<file path="src/include/link_bridge_cfg.svh">
// Sizes shared by both directions and the FIFO depth is always a power of two
`ifndef LINK_BRIDGE_CFG_SVH
`define LINK_BRIDGE_CFG_SVH

// ========================================
// Link sizing
// ========================================

// Bits in one off-chip data beat
`define LINK_DATA_W 128

// FIFO address bits, depth is 2**LINK_FIFO_AW
`define LINK_FIFO_AW 2

`endif

</file>
<file path="src/design/link_bridge_pkg.sv">
// Shared types for the link bridge and the FIFO entry layout is {data, last, tag}
`default_nettype none

`include "link_bridge_cfg.svh"

package link_bridge_pkg;

    // ========================================
    // Vector types
    // ========================================

    // One data beat as it crosses the link
    typedef logic [`LINK_DATA_W-1:0] data_t;

    // Buffered beat, bit 1 is last and bit 0 is the tag
    // Tag means ISA inbound and command outbound
    typedef logic [`LINK_DATA_W+1:0] entry_t;

    // FIFO pointer with one extra wrap bit
    typedef logic [`LINK_FIFO_AW:0] ptr_t;

    // ========================================
    // Direction state
    // ========================================

    typedef enum logic [1:0] {
        DIR_IDLE     = 2'd0,
        DIR_INBOUND  = 2'd1,
        DIR_OUTBOUND = 2'd2
    } dir_state_e;

endpackage

`default_nettype wire

</file>
<file path="src/design/link_fifo.sv">
// Single-clock FWFT buffer, callers must not push when full or pop when empty
`timescale 1ns/1ps
`default_nettype none

`include "link_bridge_cfg.svh"

module link_fifo (
    input  wire                          clk,
    input  wire                          rst_n,
    input  wire                          push_i,
    input  wire link_bridge_pkg::entry_t entry_i,
    input  wire                          pop_i,
    output link_bridge_pkg::entry_t      entry_o,
    output logic                         empty_o,
    output logic                         full_o
);
    import link_bridge_pkg::*;

    localparam int DEPTH = 1 << `LINK_FIFO_AW;

    entry_t mem [DEPTH];
    ptr_t   wr_ptr;
    ptr_t   rd_ptr;

    // ========================================
    // Pointers
    // ========================================
    always_ff @(posedge clk or negedge rst_n) begin
        if (!rst_n) begin
            wr_ptr <= '0;
            rd_ptr <= '0;
        end else begin
            if (push_i && !full_o) begin
                wr_ptr <= wr_ptr + 1'b1;
            end
            if (pop_i && !empty_o) begin
                rd_ptr <= rd_ptr + 1'b1;
            end
        end
    end

    // Storage
    always_ff @(posedge clk) begin
        if (push_i && !full_o) begin
            mem[wr_ptr[`LINK_FIFO_AW-1:0]] <= entry_i;
        end
    end

    // Head entry is valid whenever not empty
    assign entry_o = mem[rd_ptr[`LINK_FIFO_AW-1:0]];

    // Same index, wrap bits differ when full
    assign empty_o = (wr_ptr == rd_ptr);
    assign full_o  = (wr_ptr[`LINK_FIFO_AW] != rd_ptr[`LINK_FIFO_AW]) &&
                     (wr_ptr[`LINK_FIFO_AW-1:0] == rd_ptr[`LINK_FIFO_AW-1:0]);

    // ========================================
    // Checks
    // ========================================

    // Writer must honour full through its ready
    a_no_push_full: assert property (
        @(posedge clk) disable iff (!rst_n) push_i |-> !full_o
    ) else $error("link_fifo push while full");

    // Reader pops only a presented head
    a_no_pop_empty: assert property (
        @(posedge clk) disable iff (!rst_n) pop_i |-> !empty_o
    ) else $error("link_fifo pop while empty");

endmodule

`default_nettype wire

</file>
<file path="src/design/link_dir_fsm.sv">
// Half-duplex link owner, inbound wins a tie in idle and one packet is carried per grant
`timescale 1ns/1ps
`default_nettype none

`include "link_bridge_cfg.svh"

module link_dir_fsm (
    input  wire  clk,
    input  wire  rst_n,
    input  wire  off_vld_i,
    input  wire  out_req_i,
    input  wire  in_done_i,
    input  wire  out_done_i,
    output logic in_en_o,
    output logic out_en_o,
    output logic oe_o
);
    import link_bridge_pkg::*;

    dir_state_e state_q;
    dir_state_e state_d;

    // ========================================
    // Next state
    // ========================================
    always_comb begin
        state_d = state_q;
        case (state_q)
            DIR_IDLE: begin
                // Off-chip traffic first
                if (off_vld_i) begin
                    state_d = DIR_INBOUND;
                end else if (out_req_i) begin
                    state_d = DIR_OUTBOUND;
                end
            end
            DIR_INBOUND: begin
                if (in_done_i) begin
                    state_d = DIR_IDLE;
                end
            end
            DIR_OUTBOUND: begin
                if (out_done_i) begin
                    state_d = DIR_IDLE;
                end
            end
            default: state_d = DIR_IDLE;
        endcase
    end

    always_ff @(posedge clk or negedge rst_n) begin
        if (!rst_n) begin
            state_q <= DIR_IDLE;
        end else begin
            state_q <= state_d;
        end
    end

    // Enables decoded straight from the state
    assign in_en_o  = (state_q == DIR_INBOUND);
    assign out_en_o = (state_q == DIR_OUTBOUND);
    // Pads drive only while transmitting
    assign oe_o     = (state_q == DIR_OUTBOUND);

    a_dir_excl: assert property (
        @(posedge clk) disable iff (!rst_n) !(in_en_o && out_en_o)
    ) else $error("link_dir_fsm both directions enabled");

    // Packet ends only arrive from the direction that owns the link
    a_done_dir: assert property (
        @(posedge clk) disable iff (!rst_n)
        (in_done_i |-> in_en_o) and (out_done_i |-> out_en_o)
    ) else $error("link_dir_fsm done from idle direction");

endmodule

`default_nettype wire

</file>
<file path="src/design/inbound_path.sv">
// Inbound buffer taking one packet per grant, head beat routed to CCU on ISA else to GIC
`timescale 1ns/1ps
`default_nettype none

`include "link_bridge_cfg.svh"

module inbound_path (
    input  wire                         clk,
    input  wire                         rst_n,
    input  wire                         in_en_i,
    input  wire                         off_vld_i,
    input  wire link_bridge_pkg::data_t off_dat_i,
    input  wire                         off_last_i,
    input  wire                         off_isa_i,
    output logic                        off_rdy_o,
    output logic                        ccu_vld_o,
    output link_bridge_pkg::data_t      ccu_dat_o,
    output logic                        ccu_last_o,
    input  wire                         ccu_rdy_i,
    output logic                        gic_vld_o,
    output link_bridge_pkg::data_t      gic_dat_o,
    output logic                        gic_last_o,
    input  wire                         gic_rdy_i,
    output logic                        in_done_o
);
    import link_bridge_pkg::*;

    entry_t push_entry;
    entry_t head;
    logic   push;
    logic   pop;
    logic   empty;
    logic   full;
    logic   got_last_q;

    // ========================================
    // Off-chip side
    // ========================================

    // Stop taking beats once the packet end is buffered
    assign off_rdy_o  = in_en_i && !full && !got_last_q;
    assign push       = off_vld_i && off_rdy_o;
    assign push_entry = {off_dat_i, off_last_i, off_isa_i};

    always_ff @(posedge clk or negedge rst_n) begin
        if (!rst_n) begin
            got_last_q <= 1'b0;
        end else if (in_done_o) begin
            got_last_q <= 1'b0;
        end else if (push && off_last_i) begin
            got_last_q <= 1'b1;
        end
    end

    link_fifo u_fifo (
        .clk     (clk),
        .rst_n   (rst_n),
        .push_i  (push),
        .entry_i (push_entry),
        .pop_i   (pop),
        .entry_o (head),
        .empty_o (empty),
        .full_o  (full)
    );

    // ========================================
    // Routing
    // ========================================
    assign ccu_vld_o  = !empty && head[0];
    assign gic_vld_o  = !empty && !head[0];
    assign ccu_dat_o  = head[`LINK_DATA_W+1:2];
    assign gic_dat_o  = head[`LINK_DATA_W+1:2];
    assign ccu_last_o = head[1];
    assign gic_last_o = head[1];

    assign pop       = (ccu_vld_o && ccu_rdy_i) || (gic_vld_o && gic_rdy_i);
    assign in_done_o = pop && head[1];

    // Stalled beats stay put on their port
    a_ccu_hold: assert property (
        @(posedge clk) disable iff (!rst_n)
        ccu_vld_o && !ccu_rdy_i |=> ccu_vld_o && $stable(ccu_dat_o) && $stable(ccu_last_o)
    ) else $error("inbound_path CCU beat changed under stall");

    a_gic_hold: assert property (
        @(posedge clk) disable iff (!rst_n)
        gic_vld_o && !gic_rdy_i |=> gic_vld_o && $stable(gic_dat_o) && $stable(gic_last_o)
    ) else $error("inbound_path GIC beat changed under stall");

endmodule

`default_nettype wire

</file>
<file path="src/design/outbound_arbiter.sv">
// Packet arbiter with monitor priority at packet start, one packet is pushed per outbound grant
`timescale 1ns/1ps
`default_nettype none

`include "link_bridge_cfg.svh"

module outbound_arbiter (
    input  wire                         clk,
    input  wire                         rst_n,
    input  wire                         out_en_i,
    input  wire                         full_i,
    input  wire                         gic_vld_i,
    input  wire link_bridge_pkg::data_t gic_dat_i,
    input  wire                         gic_last_i,
    input  wire                         gic_cmd_i,
    output logic                        gic_rdy_o,
    input  wire                         mon_vld_i,
    input  wire link_bridge_pkg::data_t mon_dat_i,
    input  wire                         mon_last_i,
    output logic                        mon_rdy_o,
    output logic                        req_o,
    output logic                        push_o,
    output link_bridge_pkg::entry_t     entry_o
);
    import link_bridge_pkg::*;

    // One-hot grant, bit 1 monitor and bit 0 GIC
    localparam logic [1:0] GNT_NONE = 2'b00;
    localparam logic [1:0] GNT_GIC  = 2'b01;
    localparam logic [1:0] GNT_MON  = 2'b10;

    logic [1:0] gnt_q;
    logic [1:0] gnt;
    logic [1:0] pick;
    logic       sent_q;
    logic       open;
    data_t      sel_dat;
    logic       sel_last;
    logic       sel_cmd;

    // ========================================
    // Selection
    // ========================================

    // Monitor first when a new packet starts
    assign pick = mon_vld_i ? GNT_MON : (gic_vld_i ? GNT_GIC : GNT_NONE);
    assign gnt  = (gnt_q != GNT_NONE) ? gnt_q : pick;

    // Room to push and the packet of this grant not yet complete
    assign open      = out_en_i && !full_i && !sent_q;
    assign gic_rdy_o = open && gnt[0];
    assign mon_rdy_o = open && gnt[1];
    assign push_o    = (gic_vld_i && gic_rdy_o) || (mon_vld_i && mon_rdy_o);

    assign req_o = gic_vld_i || mon_vld_i;

    // Monitor beats are never commands
    assign sel_dat  = gnt[1] ? mon_dat_i  : gic_dat_i;
    assign sel_last = gnt[1] ? mon_last_i : gic_last_i;
    assign sel_cmd  = gnt[1] ? 1'b0       : gic_cmd_i;
    assign entry_o  = {sel_dat, sel_last, sel_cmd};

    // ========================================
    // Grant and packet tracking
    // ========================================
    always_ff @(posedge clk or negedge rst_n) begin
        if (!rst_n) begin
            gnt_q  <= GNT_NONE;
            sent_q <= 1'b0;
        end else begin
            if (push_o) begin
                gnt_q <= sel_last ? GNT_NONE : gnt;
            end
            // Cleared once the FSM leaves outbound
            if (!out_en_i) begin
                sent_q <= 1'b0;
            end else if (push_o && sel_last) begin
                sent_q <= 1'b1;
            end
        end
    end

    // Packets never interleave in the outbound buffer
    a_gnt_hold: assert property (
        @(posedge clk) disable iff (!rst_n)
        (gnt_q != GNT_NONE) |=> (gnt_q == $past(gnt_q)) || (gnt_q == GNT_NONE)
    ) else $error("outbound_arbiter grant switched mid-packet");

endmodule

`default_nettype wire

</file>
<file path="src/design/outbound_path.sv">
// Outbound buffer presented off-chip only while the link is owned for transmit
`timescale 1ns/1ps
`default_nettype none

`include "link_bridge_cfg.svh"

module outbound_path (
    input  wire                          clk,
    input  wire                          rst_n,
    input  wire                          out_en_i,
    input  wire                          push_i,
    input  wire link_bridge_pkg::entry_t entry_i,
    output logic                         full_o,
    output logic                         off_vld_o,
    output link_bridge_pkg::data_t       off_dat_o,
    output logic                         off_last_o,
    output logic                         off_cmd_o,
    input  wire                          off_rdy_i,
    output logic                         out_done_o
);
    import link_bridge_pkg::*;

    entry_t head;
    logic   empty;
    logic   pop;

    link_fifo u_fifo (
        .clk     (clk),
        .rst_n   (rst_n),
        .push_i  (push_i),
        .entry_i (entry_i),
        .pop_i   (pop),
        .entry_o (head),
        .empty_o (empty),
        .full_o  (full_o)
    );

    // ========================================
    // Off-chip transmit
    // ========================================
    assign off_vld_o  = out_en_i && !empty;
    assign off_dat_o  = head[`LINK_DATA_W+1:2];
    assign off_last_o = head[1];
    assign off_cmd_o  = head[0];

    assign pop        = off_vld_o && off_rdy_i;
    assign out_done_o = pop && head[1];

    // Link stays ours until the beat is taken
    a_off_hold: assert property (
        @(posedge clk) disable iff (!rst_n)
        off_vld_o && !off_rdy_i |=> off_vld_o && $stable(head)
    ) else $error("outbound_path off-chip beat dropped under stall");

endmodule

`default_nettype wire

</file>
<file path="src/design/link_bridge_top.sv">
// Single clock domain bridge with split data-in and data-out ports, pads and PLL live outside
`timescale 1ns/1ps
`default_nettype none

`include "link_bridge_cfg.svh"

module link_bridge_top (
    input  wire                         clk,
    input  wire                         rst_n,
    // Off-chip inbound
    input  wire                         off_vld_i,
    input  wire link_bridge_pkg::data_t off_dat_i,
    input  wire                         off_last_i,
    input  wire                         off_isa_i,
    output logic                        off_rdy_o,
    // Off-chip outbound
    output logic                        off_vld_o,
    output link_bridge_pkg::data_t      off_dat_o,
    output logic                        off_last_o,
    output logic                        off_cmd_o,
    input  wire                         off_rdy_i,
    output logic                        oe_o,
    // CCU instruction port
    output logic                        ccu_vld_o,
    output link_bridge_pkg::data_t      ccu_dat_o,
    output logic                        ccu_last_o,
    input  wire                         ccu_rdy_i,
    // GIC inbound
    output logic                        gic_vld_o,
    output link_bridge_pkg::data_t      gic_dat_o,
    output logic                        gic_last_o,
    input  wire                         gic_rdy_i,
    // GIC outbound source
    input  wire                         gic_vld_i,
    input  wire link_bridge_pkg::data_t gic_dat_i,
    input  wire                         gic_last_i,
    input  wire                         gic_cmd_i,
    output logic                        gic_rdy_o,
    // Monitor source
    input  wire                         mon_vld_i,
    input  wire link_bridge_pkg::data_t mon_dat_i,
    input  wire                         mon_last_i,
    output logic                        mon_rdy_o
);

    logic                    in_en;
    logic                    out_en;
    logic                    in_done;
    logic                    out_done;
    logic                    req;
    logic                    push;
    logic                    full;
    link_bridge_pkg::entry_t entry;

    // ========================================
    // Direction control
    // ========================================
    link_dir_fsm u_dir_fsm (
        .clk(clk), .rst_n(rst_n),
        .off_vld_i(off_vld_i), .out_req_i(req),
        .in_done_i(in_done), .out_done_i(out_done),
        .in_en_o(in_en), .out_en_o(out_en), .oe_o(oe_o)
    );

    // ========================================
    // Inbound
    // ========================================
    inbound_path u_inbound (
        .clk(clk), .rst_n(rst_n), .in_en_i(in_en),
        .off_vld_i(off_vld_i), .off_dat_i(off_dat_i),
        .off_last_i(off_last_i), .off_isa_i(off_isa_i), .off_rdy_o(off_rdy_o),
        .ccu_vld_o(ccu_vld_o), .ccu_dat_o(ccu_dat_o),
        .ccu_last_o(ccu_last_o), .ccu_rdy_i(ccu_rdy_i),
        .gic_vld_o(gic_vld_o), .gic_dat_o(gic_dat_o),
        .gic_last_o(gic_last_o), .gic_rdy_i(gic_rdy_i),
        .in_done_o(in_done)
    );

    // ========================================
    // Outbound
    // ========================================
    outbound_arbiter u_arbiter (
        .clk(clk), .rst_n(rst_n), .out_en_i(out_en), .full_i(full),
        .gic_vld_i(gic_vld_i), .gic_dat_i(gic_dat_i), .gic_last_i(gic_last_i),
        .gic_cmd_i(gic_cmd_i), .gic_rdy_o(gic_rdy_o),
        .mon_vld_i(mon_vld_i), .mon_dat_i(mon_dat_i), .mon_last_i(mon_last_i),
        .mon_rdy_o(mon_rdy_o),
        .req_o(req), .push_o(push), .entry_o(entry)
    );

    outbound_path u_outbound (
        .clk(clk), .rst_n(rst_n), .out_en_i(out_en),
        .push_i(push), .entry_i(entry), .full_o(full),
        .off_vld_o(off_vld_o), .off_dat_o(off_dat_o), .off_last_o(off_last_o),
        .off_cmd_o(off_cmd_o), .off_rdy_i(off_rdy_i),
        .out_done_o(out_done)
    );

endmodule

`default_nettype wire

</file>
<file path="config.mk">
export PLATFORM = sky130hd
export DESIGN_NAME = link_bridge_top
export DESIGN_NICKNAME = d
export VERILOG_FILES = /design/src/design/link_bridge_pkg.sv /design/src/design/link_fifo.sv /design/src/design/link_dir_fsm.sv /design/src/design/inbound_path.sv /design/src/design/outbound_arbiter.sv /design/src/design/outbound_path.sv /design/src/design/link_bridge_top.sv
export VERILOG_INCLUDE_DIRS = /design/src /design/src/include
export SDC_FILE = /design/constraint.sdc
export NUM_CORES = 1
export LEC_CHECK = 0
export ABC_AREA = 1
export BUFFER_PORTS_ARGS = -buffer_cell sky130_fd_sc_hd__buf_2
export CAP_MARGIN = 30
export CORE_AREA = 3 3 306 308
export CTS_CLUSTER_DIAMETER = 30
export DETAILED_ROUTE_END_ITERATION = 10
export DIE_AREA = 0 0 309 311
export GPL_ROUTABILITY_DRIVEN = 0
export PLACE_DENSITY = 0.68
export SLEW_MARGIN = 40
export SYNTH_ARGS = -nofsm -noshare
export SYNTH_HDL_FRONTEND = slang
export SYNTH_SLANG_ARGS = --single-unit
</file>
<file path="constraint.sdc">
create_clock -name clk -period 8.8 [get_ports clk]
set_clock_uncertainty 0.15 [all_clocks]
set_input_delay 1.32 -clock clk [delete_from_list [all_inputs] [get_ports clk]]
set_output_delay 1.32 -clock clk [all_outputs]
set_load 0.01 [all_outputs]
</file>
* Word level (Yosys, flattened, before mapping)
Memories as Yosys holds them, arrays and structs flattened.
Index checks and enable logic that the tools add are counted.
W data, S select, Z words.
** Operators by class
- Add/sub/neg operators :: 4
- Equal/unequal tests :: 12
- Multiplexer cells :: 20
- Reduce and logical (&&, ||, !) cells :: 39
** Operators by type and width (number)
- $mux W128 :: 1
- $logic_and A1 B1 Y1 :: 25
- $mux W2 :: 7
- $add A3 B1 Y3 const B :: 4
- $mux W1 :: 11
- $logic_not A1 Y1 :: 7
- $eq A3 B3 Y1 :: 2
- $ne A2 B2 Y1 const B :: 3
- $pmux W2 S3 :: 1
- $eq A2 B2 Y1 :: 2
- $reduce_bool A2 Y1 :: 2
- $logic_or A1 B1 Y1 :: 3
- $ne A3 B3 Y1 const B :: 1
- $reduce_and A3 Y1 :: 1
- $eq A2 B1 Y1 const B :: 1
- $eq A2 B2 Y1 const B :: 1
- $logic_not A2 Y1 :: 1
- $ne A1 B1 Y1 :: 2
** Word-level totals
- Bits in registers :: 18
- Memory bits (writable) :: 1040
- Input port bits :: 397
- Output and inout port bits :: 395
- Logic and storage cells :: 85
- Memories kept :: 2
** Memory list
- u_inbound.u_fifo.mem :: depth 4, bits a word 130, read ports 1, clocked after memory_dff 0, wr ports 1, RTL line link_fifo.sv:21 : entry_t mem [DEPTH];
- u_outbound.u_fifo.mem :: depth 4, bits a word 130, read ports 1, clocked after memory_dff 0, wr ports 1, RTL line link_fifo.sv:21

* Depth between registers and ports, before layout
Gate-level depths: netlist of run 1.
- Word-level depth :: 11
- Depth in mapped cells :: 12
- Mapped depth without buffers :: 11

* Cells and area by module
Synthesis of run 1 repeated with hierarchy kept, for this count alone.
** Unflattened totals
- Cell total of the unflattened synthesis :: 3248
- Area, all modules :: 42353.1 um^2
** Modules (own cells, without submodules)
- link_fifo at u_outbound.u_fifo :: instances 1, cells each 1318, area each 19662.6 um^2
- link_fifo at u_inbound.u_fifo :: instances 1, cells each 1317, area each 19571.3 um^2
- outbound_arbiter :: instances 1, cells each 447, area each 1905.6 um^2
- inbound_path :: instances 1, cells each 144, area each 1066.0 um^2
- link_dir_fsm :: instances 1, cells each 15, area each 112.6 um^2
- outbound_path :: instances 1, cells each 7, area each 35.0 um^2

* Worst setup path after synthesis of run 1
Ideal clock, no wire load.
- Kind :: in2reg
- Start point :: in mon_vld_i
- End point :: mem u_outbound.u_fifo.mem[0][0] in the netlist's numbering (enable)
- Library setup time :: 0.623 ns
- Arrival :: 7.350 ns
- Path slack :: 0.677 ns
- Stages :: 6
- Cells stage by stage :: inv_1 > o21ai_2 > nand4_2 > nand2_4 > inv_2 > nor2_1
** On the way
- Word-level cells in the longest chain between the ends :: 8
- Elaborated cells between the ends (all ways) :: 10
- Classes of those cells :: 4 x mux; 6 x reduce/logical
** Ends and longest elaborated chain
- start, declared :: RTL line link_bridge_top.sv:40 : input wire mon_vld_i,
- $mux W2 :: RTL line outbound_arbiter.sv:46 : assign pick = mon_vld_i ? GNT_MON : (gic_vld_i ? GNT_GIC : GNT_NONE);
- $mux W2 :: RTL line outbound_arbiter.sv:47 : assign gnt = (gnt_q != GNT_NONE) ? gnt_q : pick;
- $logic_and A1 B1 Y1, on equally long branches :: RTL line outbound_arbiter.sv:51, outbound_arbiter.sv:52
- $logic_and A1 B1 Y1 :: RTL line outbound_arbiter.sv:53 : assign push_o = (gic_vld_i && gic_rdy_o) || (mon_vld_i && mon_rdy_o);
- $logic_or A1 B1 Y1 * :: RTL line outbound_arbiter.sv:53
- $logic_and A1 B1 Y1 * :: RTL line link_fifo.sv:44 : if (push_i && !full_o) begin
- $mux W1 * :: RTL line link_fifo.sv:44
- $mux W1 * :: RTL line link_fifo.sv:45 : mem[wr_ptr[`LINK_FIFO_AW-1:0]] <= entry_i;
- end, declared :: RTL line link_fifo.sv:21
Mark *: on every way between the ends. The rest lies on a longest branch, timed or not.

* Final worst setup path of run 1
- Start point :: reg u_inbound.u_fifo.rd_ptr[1]
- End point :: out ccu_dat_o[95]
** On the way
- Word-level cells in the longest chain between the ends :: 1
** Ends and longest elaborated chain
- start, declared :: RTL line link_fifo.sv:23 : ptr_t rd_ptr;
- start signal, assigned :: RTL line link_fifo.sv:37 : rd_ptr <= rd_ptr + 1'b1;
- $mem_v2 Z4 W130
- end, declared :: RTL line link_bridge_top.sv:25 : output link_bridge_pkg::data_t ccu_dat_o,
Every way passes these cells.

==> flow_summary.rst, run 1 <==
.. list-table::
   :header-rows: 1

   * - Metric
     - Value
   * - Run status
     - finished, final reports clean
   * - Hold path startpoint
     - u_inbound.u_fifo.wr_ptr[2]
   * - Actual slew at the worst max-slew pin
     - 0.8482 ns
   * - Pin count of the biggest net entering global routing
     - ~210
   * - Leak pwr
     - ~19 nW
   * - Unrepaired setup endpoints after global routing
     - false
   * - Minimum hold slack
     - 0.3624 ns
   * - Vias/cell
     - roughly 5.3
   * - Depth of the worst register-to-register path
     - 10
   * - Number of DRC violations after detailed-routing iteration 0
     - ~2300
   * - Width of the chip
     - a little over 300 microns
   * - Antenna violations before repair
     - 24
   * - Ratio of total power to cell area
     - about 380 mW/mm^2
   * - Area of the core
     - 0.09139 sq mm
   * - Final setup slack of the worst path
     - 3.368 ns
   * - Global route total overflow
     - 0
   * - Post-placement cell area
     - 0.04603 sq mm
   * - Detail Placement HPWL
     - just over 60000 microns
   * - Setup total negative slack
     - 0 ns
   * - Number of nets in the final layout
     - ~4300
   * - Unique masters post-synth
     - 34
   * - Vias in the first global route
     - 26450
   * - Yosys Warn Count
     - 0
   * - RR Endpoint
     - u_outbound.u_fifo.mem[3][23]
   * - Total number of clock tree sinks
     - between 1000 and 1500
   * - CTS root buffer
     - clkbuf_16
   * - CTS H-tree lvls
     - 4
   * - Part of the Yosys area used for sequential elements
     - 0.7549
   * - Fin area
     - between 0.05 and 0.06 sq mm
   * - Worst min-delay path class
     - reg2reg
   * - Die area
     - between 0.09 and 0.1 sq mm
   * - Die Y-Extent
     - about 310 microns
   * - Fin. max-slew vios
     - 0
   * - Number of placement rows
     - about 110
   * - Setup slack at placement
     - ~4 ns
   * - Required time of the critical path
     - roughly 7.3 ns
   * - Startpoint of the lowest-slack register-to-register path
     - u_outbound.u_fifo.rd_ptr[1]
   * - Setup crit start kind
     - flip-flop
   * - Final Critical Period
     - approximately 5.4 ns
   * - Cell count of the worst hold path
     - 1
   * - Syn Inst Count
     - around 3200
   * - Num ports
     - slightly below 800
   * - Worst hold path endpoint
     - u_inbound.u_fifo.wr_ptr[2]
   * - Fmax
     - around 0.18 GHz
   * - Combined area of all synthesized cells
     - between 0.04 and 0.05 sq mm
   * - Initial core utilization
     - 0.4593
   * - Number of buffers added by the clock tree synthesis step
     - 180
   * - Critical Setup Path Class
     - reg2out
   * - Post-route clock period utilization
     - 0.6172
   * - Avg WL per Cell
     - 20.15 microns
   * - Share of the core filled with cells
     - 0.5724
   * - Number of buffers on the longest clock path
     - 3
   * - Final number of hold-violating endpoints
     - 0
   * - Syn Nets
     - around 3600
   * - Count of TritonRoute iterations in the first routing pass
     - 6
   * - Final setup viols
     - 0
   * - Maximum vdd ir drop
     - around 0.00029 V
   * - Crit-path max FO
     - 63
   * - Count of fill cells added during filler insertion
     - just over 7000
   * - Clock input transition at the sequential cells of the worst setup and hold paths
     - approximately 0.050 ns
   * - Post-CTS resize count
     - 0
   * - Fraction of final layout cells with drive strength greater than 1
     - 0.2839
   * - Number of design rule violations left after detail routing
     - 0
   * - Clock tree from TritonCTS
     - done
   * - Clock latency on the worst-skew pair
     - ~0.73 ns
   * - Critical Path AT
     - between 3 and 4 ns
   * - Synthesis-to-layout area growth
     - 24.65%
   * - Number of post-CTS setup repair buffers
     - 0
   * - Total number of vias
     - around 28000
   * - Slew headroom
     - 0.4346
   * - Final wirelength
     - between 100000 and 150000 microns
   * - Count of hold buffers inserted by post-cts repair
     - 0
   * - IO Port Bufs
     - between 700 and 800
   * - Type of destination of the critical path
     - primary output
   * - Max-cap viol count
     - 0
   * - Global-route wire length before repair
     - roughly 150000 microns
   * - Count of antenna-violating nets left after detailed routing
     - 0
   * - Mean area per synthesized cell
     - 13.03 sq um
   * - Count of state elements after synthesis
     - 1058
   * - Aggregate global-route resource usage
     - 0.2105
   * - R2R setup slack
     - around 4.9 ns
==> report_power, final <==
part / switching, mW / internal (mW)
sequential: 0.254 / 6.29
clock: 2.41 / 4.39
combinational: 4.36 / 1.94
==> placed cells by master (no fill, tap or decap), types with 14 or more instances in the layout <==
| cell type | instances |
|---|---|
| clkinvlp_4 | 19 |
| clkinv_2 | 25 |
| dfrtp_1 | 14 |
| clkinv_4 | 22 |
| diode_2 | 14 |
| clkbuf_16 | 183 |
| inv_6 | 20 |
| o21ai_0 | 519 |
| nand2_1 | 430 |
| nor2_1 | 524 |
| inv_1 | 36 |
| clkinv_1 | 24 |
| buf_2 | 791 |
| clkbuf_1 | 16 |
| bufinv_16 | 19 |
| edfxtp_1 | 1040 |
| o22ai_1 | 257 |
==> critical path, cell delays in order (launching register included) <==
cell and delay [ns]:
dfrtp_4 0.73, clkinv_2 0.40, buf_4 0.49, buf_4 0.66, o21ai_0 0.19, o22ai_1 0.45
buf_2 0.23
==> per-stage QoR <==
step / instances / total power, mW
after floorplan: 3222 / 10.77
after global placement: 4897 / 12.80
after detailed placement: 4900 / 12.88
after CTS: 5232 / 19.74
after global routing: 5246 / 20.60
final: 5254 / 19.65
==> cells by family after synthesis <==
family / share of synthesized area
xor+xnor: 0.002057
buf+inv: 0.04806
fa+ha+maj: 0.002981
flops: 0.7549
simple gates: 0.09003
compound gates: 0.1020
==> cell usage after synthesis (all sizes together) <==
master	count	area share
nand3	12	0.0016
nor3	2	0.00024
o22ai	258	0.038
nand4	3	0.00075
inv	43	0.0039
nand2	433	0.039
buf	202	0.033
nand3b	2	0.00045
ha	10	0.0030
dfrtp	18	0.011
edfxtp	1040	0.74
a21oi	4	0.00048
xnor2	2	0.00060
a22oi	1	0.00018
clkbuf	126	0.011
xor2	7	0.0015
nor2	533	0.048
o21ai	526	0.063
==> sequential cells by signal (all words and copies together), names as in the netlist <==
| signal | cells |
|---|---|
| u_inbound.u_fifo.rd_ptr | 3 |
| u_outbound.u_fifo.wr_ptr | 3 |
| u_outbound.u_fifo.mem | 520 |
| u_inbound.got_last_q | 1 |
| u_dir_fsm.state_q | 2 |
| u_arbiter.gnt_q | 2 |
| u_inbound.u_fifo.wr_ptr | 3 |
| u_inbound.u_fifo.mem | 520 |
| u_outbound.u_fifo.rd_ptr | 3 |
| u_arbiter.sent_q | 1 |
==> how the worst max path moves through the flow <==
stage,cells after the start,end,slack [ns],start
floorplan,6,u_outbound.u_fifo.mem[0][0],0.68,mon_vld_i
finish,6,ccu_dat_o[95],3.37,u_inbound.u_fifo.rd_ptr[1]
global placement,6,ccu_dat_o[94],4.13,u_inbound.u_fifo.rd_ptr[1]
detailed placement,6,gic_dat_o[95],4.10,u_inbound.u_fifo.rd_ptr[1]
global route,6,ccu_dat_o[20],3.17,u_inbound.u_fifo.rd_ptr[1]
CTS,6,gic_dat_o[95],3.28,u_inbound.u_fifo.rd_ptr[1]
==> final cells by class <==
| type | count | area [sq um] | area share |
|---|---|---|---|
| inverter | 43 | 180.2 | 0.003444 |
| clock buffer | 199 | 4639 | 0.08869 |
| antenna | 14 | 35.03 | 0.0006697 |
| clock inverter | 133 | 1405 | 0.02686 |
| tap | 1186 | 1484 | 0.02837 |
| sequential | 1058 | 31700 | 0.6059 |
| multi-input combinational | 1793 | 8338 | 0.1594 |
| timing repair buffer | 828 | 4536 | 0.08670 |
==> layer usage <==
metal	vias up	part of all wire	global-route usage	routed length [microns]
met5	-	0.00093	0	98
met4	18	0.025	0.07248	2669
met3	184	0.085	0.05486	9010
met2	1144	0.50	0.3537	52540
met1	13490	0.39	0.2648	41570
li1	13020	-	-	-
(Power assumes the default switching activity.)
==> run 2, diff against run 1 <==
clock period = 5.09 ns   (was 8.8 ns; I/O delays follow)
==> flow_summary.rst, run 2 (synthesized netlist as in run 1, its figures left out) <==
.. list-table::
   :header-rows: 1

   * - Metric
     - Value
   * - Run status
     - finished, final reports clean
   * - Global route total overflow
     - 0 (unchanged)
   * - Ratio of total power to cell area
     - 661.9 mW/mm^2 (+76%)
   * - Pin count of the biggest net entering global routing
     - 189 (-8.7%)
   * - Final wirelength
     - 110200 microns (+4.1%)
   * - Actual slew at the worst max-slew pin
     - 0.8708 ns (+0.02260 ns)
   * - Fin area
     - 0.05365 sq mm (+2.5%)
   * - Vias/cell
     - 5.327 (+0.50%)
   * - Final number of hold-violating endpoints
     - 0 (unchanged)
   * - Fmax
     - 0.2143 GHz
   * - Avg WL per Cell
     - 20.60 microns (+2.2%)
   * - Maximum vdd ir drop
     - 0.0005390 V (+85%)
   * - Initial core utilization
     - 0.4593 (unchanged)
   * - CTS root buffer
     - clkbuf_16
   * - Die area
     - 0.09610 sq mm (unchanged)
   * - Detail Placement HPWL
     - 64970 microns (+4.5%)
   * - Total number of vias
     - 28510 (+2.4%)
   * - Number of buffers on the longest clock path
     - 3 (unchanged)
   * - Fraction of final layout cells with drive strength greater than 1
     - 0.2895 (+0.005588)
   * - Worst min-delay path class
     - in2reg
   * - Die Y-Extent
     - 311 microns (unchanged)
   * - Post-placement cell area
     - 0.04616 sq mm (+0.28%)
   * - Clock tree from TritonCTS
     - done
   * - Final total power
     - 35.51 mW (+81%)
   * - Number of design rule violations left after detail routing
     - 0 (unchanged)
   * - Vias in the first global route
     - 27390 (+3.6%)
   * - Critical Path AT
     - 3.75 ns (-0.21 ns)
   * - Final setup viols
     - 0 (unchanged)
   * - Clock input transition at the sequential cells of the worst setup and hold paths
     - 0.05 ns (about the same)
   * - Number of DRC violations after detailed-routing iteration 0
     - 2412 (+4.3%)
   * - Number of placement rows
     - 111 (unchanged)
   * - Required time of the critical path
     - 4.18 ns (-3.15 ns)
   * - Total number of clock tree sinks
     - 1058 (unchanged)
   * - Share of the core filled with cells
     - 0.5870 (+0.01460)
   * - Most frequent cells in the layout
     - 1040 x edfxtp_1, 791 x buf_2, 524 x nor2_1
   * - Synthesis-to-layout area growth
     - 27.82%
   * - Setup total negative slack
     - 0 ns (unchanged)
   * - Num ports
     - 792 (unchanged)
   * - Final Critical Period
     - 4.666 ns
   * - CTS H-tree lvls
     - 4 (unchanged)
   * - Type of destination of the critical path
     - primary output
   * - Fin. max-slew vios
     - 0 (unchanged)
   * - Global-route wire length before repair
     - 162800 microns (+5.4%)
   * - Count of antenna-violating nets left after detailed routing
     - 0 (unchanged)
   * - IO Port Bufs
     - 791 (unchanged)
   * - Crit-path max FO
     - 147 (+130%)
   * - Antenna violations before repair
     - 31 (+29%)
   * - Max-cap viol count
     - 0 (unchanged)
   * - Leak pwr
     - 20.07 nW (+2.9%)
   * - Unrepaired setup endpoints after global routing
     - false
   * - Number of nets in the final layout
     - 4380 (+1.6%)
   * - Most common library cell in the layout ignoring fill and taps
     - edfxtp_1
   * - Aggregate global-route resource usage
     - 0.2214 (+0.01092)
   * - Setup crit start kind
     - flip-flop
   * - Post-CTS resize count
     - 0 (unchanged)
   * - Width of the chip
     - 309 microns (unchanged)
   * - Count of TritonRoute iterations in the first routing pass
     - 5 (-1)
   * - Count of fill cells added during filler insertion
     - 7037 (-0.87%)
   * - Slew headroom
     - 0.4195 (-0.01507)
   * - Critical Setup Path Class
     - reg2out
   * - Number of buffers added by the clock tree synthesis step
     - 192 (+6.7%)
   * - Clock latency on the worst-skew pair
     - 0.75 ns (+0.02 ns)
   * - Post-route clock period utilization
     - 0.9167
   * - Area of the core
     - 0.09139 sq mm (unchanged)
run 2: cell types whose count changed in the layout (fill, tap and decap cells not counted), moves of 5 or more:
cell	before	now
buf_6	7	2
inv_6	20	26
clkinv_1	24	11
clkbuf_16	183	195
clkinvlp_4	19	31
diode_2	14	20
dlygate4sd3_1	0	51
buf_4	11	23
bufinv_16	19	29
run 2: area by class of cell:
type | count | area [sq um] | area share
clock inverters | 152 | 1893 | 0.03529
flip-flops and latches | 1058 | 31700 | 0.5908
diodes | 20 | 50.05 | 0.0009329
well taps | 1186 | 1484 | 0.02766
clock buffers | 214 | 4951 | 0.09229
multi-input cells | 1793 | 8332 | 0.1553
inverters | 43 | 186.4 | 0.003475
repair buffers | 885 | 5055 | 0.09423
run 2: what timing repair did:
item                                   in CTS  in global routing
hold buffers                               51                  0
endpoints found under the hold margin     187                  0
setup buffers                               0                  0
run 2: critical path, cell delays in order, from the launching register on:
cell and delay [ns]:
dfrtp_4 0.45, buf_12 0.23, buf_16 0.44, buf_4 0.72, o21ai_0 0.20, o22ai_1 0.50, buf_2 0.24
run 2: metrics by stage:
stage               hold slack [ns]  cells  setup slack [ns]
finish                      0.06980   5351            0.4240
global route                0.02583   5338            0.2193
CTS                     0.000001887   5328            0.5143
detailed placement           0.3357   4911             1.354
global placement             0.3180   4909             1.411
floorplan                    0.3027   3222            -2.076
run 2: worst paths after layout:
path,startpoint,endpoint,slack [ns],cells past startpoint
max,u_inbound.u_fifo.rd_ptr[0],gic_dat_o[79],0.42,6
min,off_dat_i[78],u_inbound.u_fifo.mem[0][80],0.07,1
max reg2reg,u_outbound.u_fifo.rd_ptr[1],u_outbound.u_fifo.mem[3][50],1.53,9
min reg2reg,u_inbound.got_last_q,u_inbound.got_last_q,0.34,2
max in group asynchronous,rst_n,u_outbound.u_fifo.rd_ptr[0],3.97,2
min in group asynchronous,rst_n,u_inbound.got_last_q,0.40,2
run 2: routing by layer:
metal	track usage	part of all wire	vias to the layer above	wire [microns]
met5	0	0.0015	-	162
met4	0.08598	0.028	26	3117
met3	0.05901	0.090	212	9899
met2	0.3714	0.50	1271	54950
met1	0.2740	0.38	13800	42100
li1	-	-	13200	-
run 2: power breakdown:
part	switching (mW)	leakage [nW]	internal [mW]
combinational	7.83	7.21	3.42
clock	4.50	3.25	8.59
sequential	0.284	9.61	10.9
total	12.6	20.1	22.9
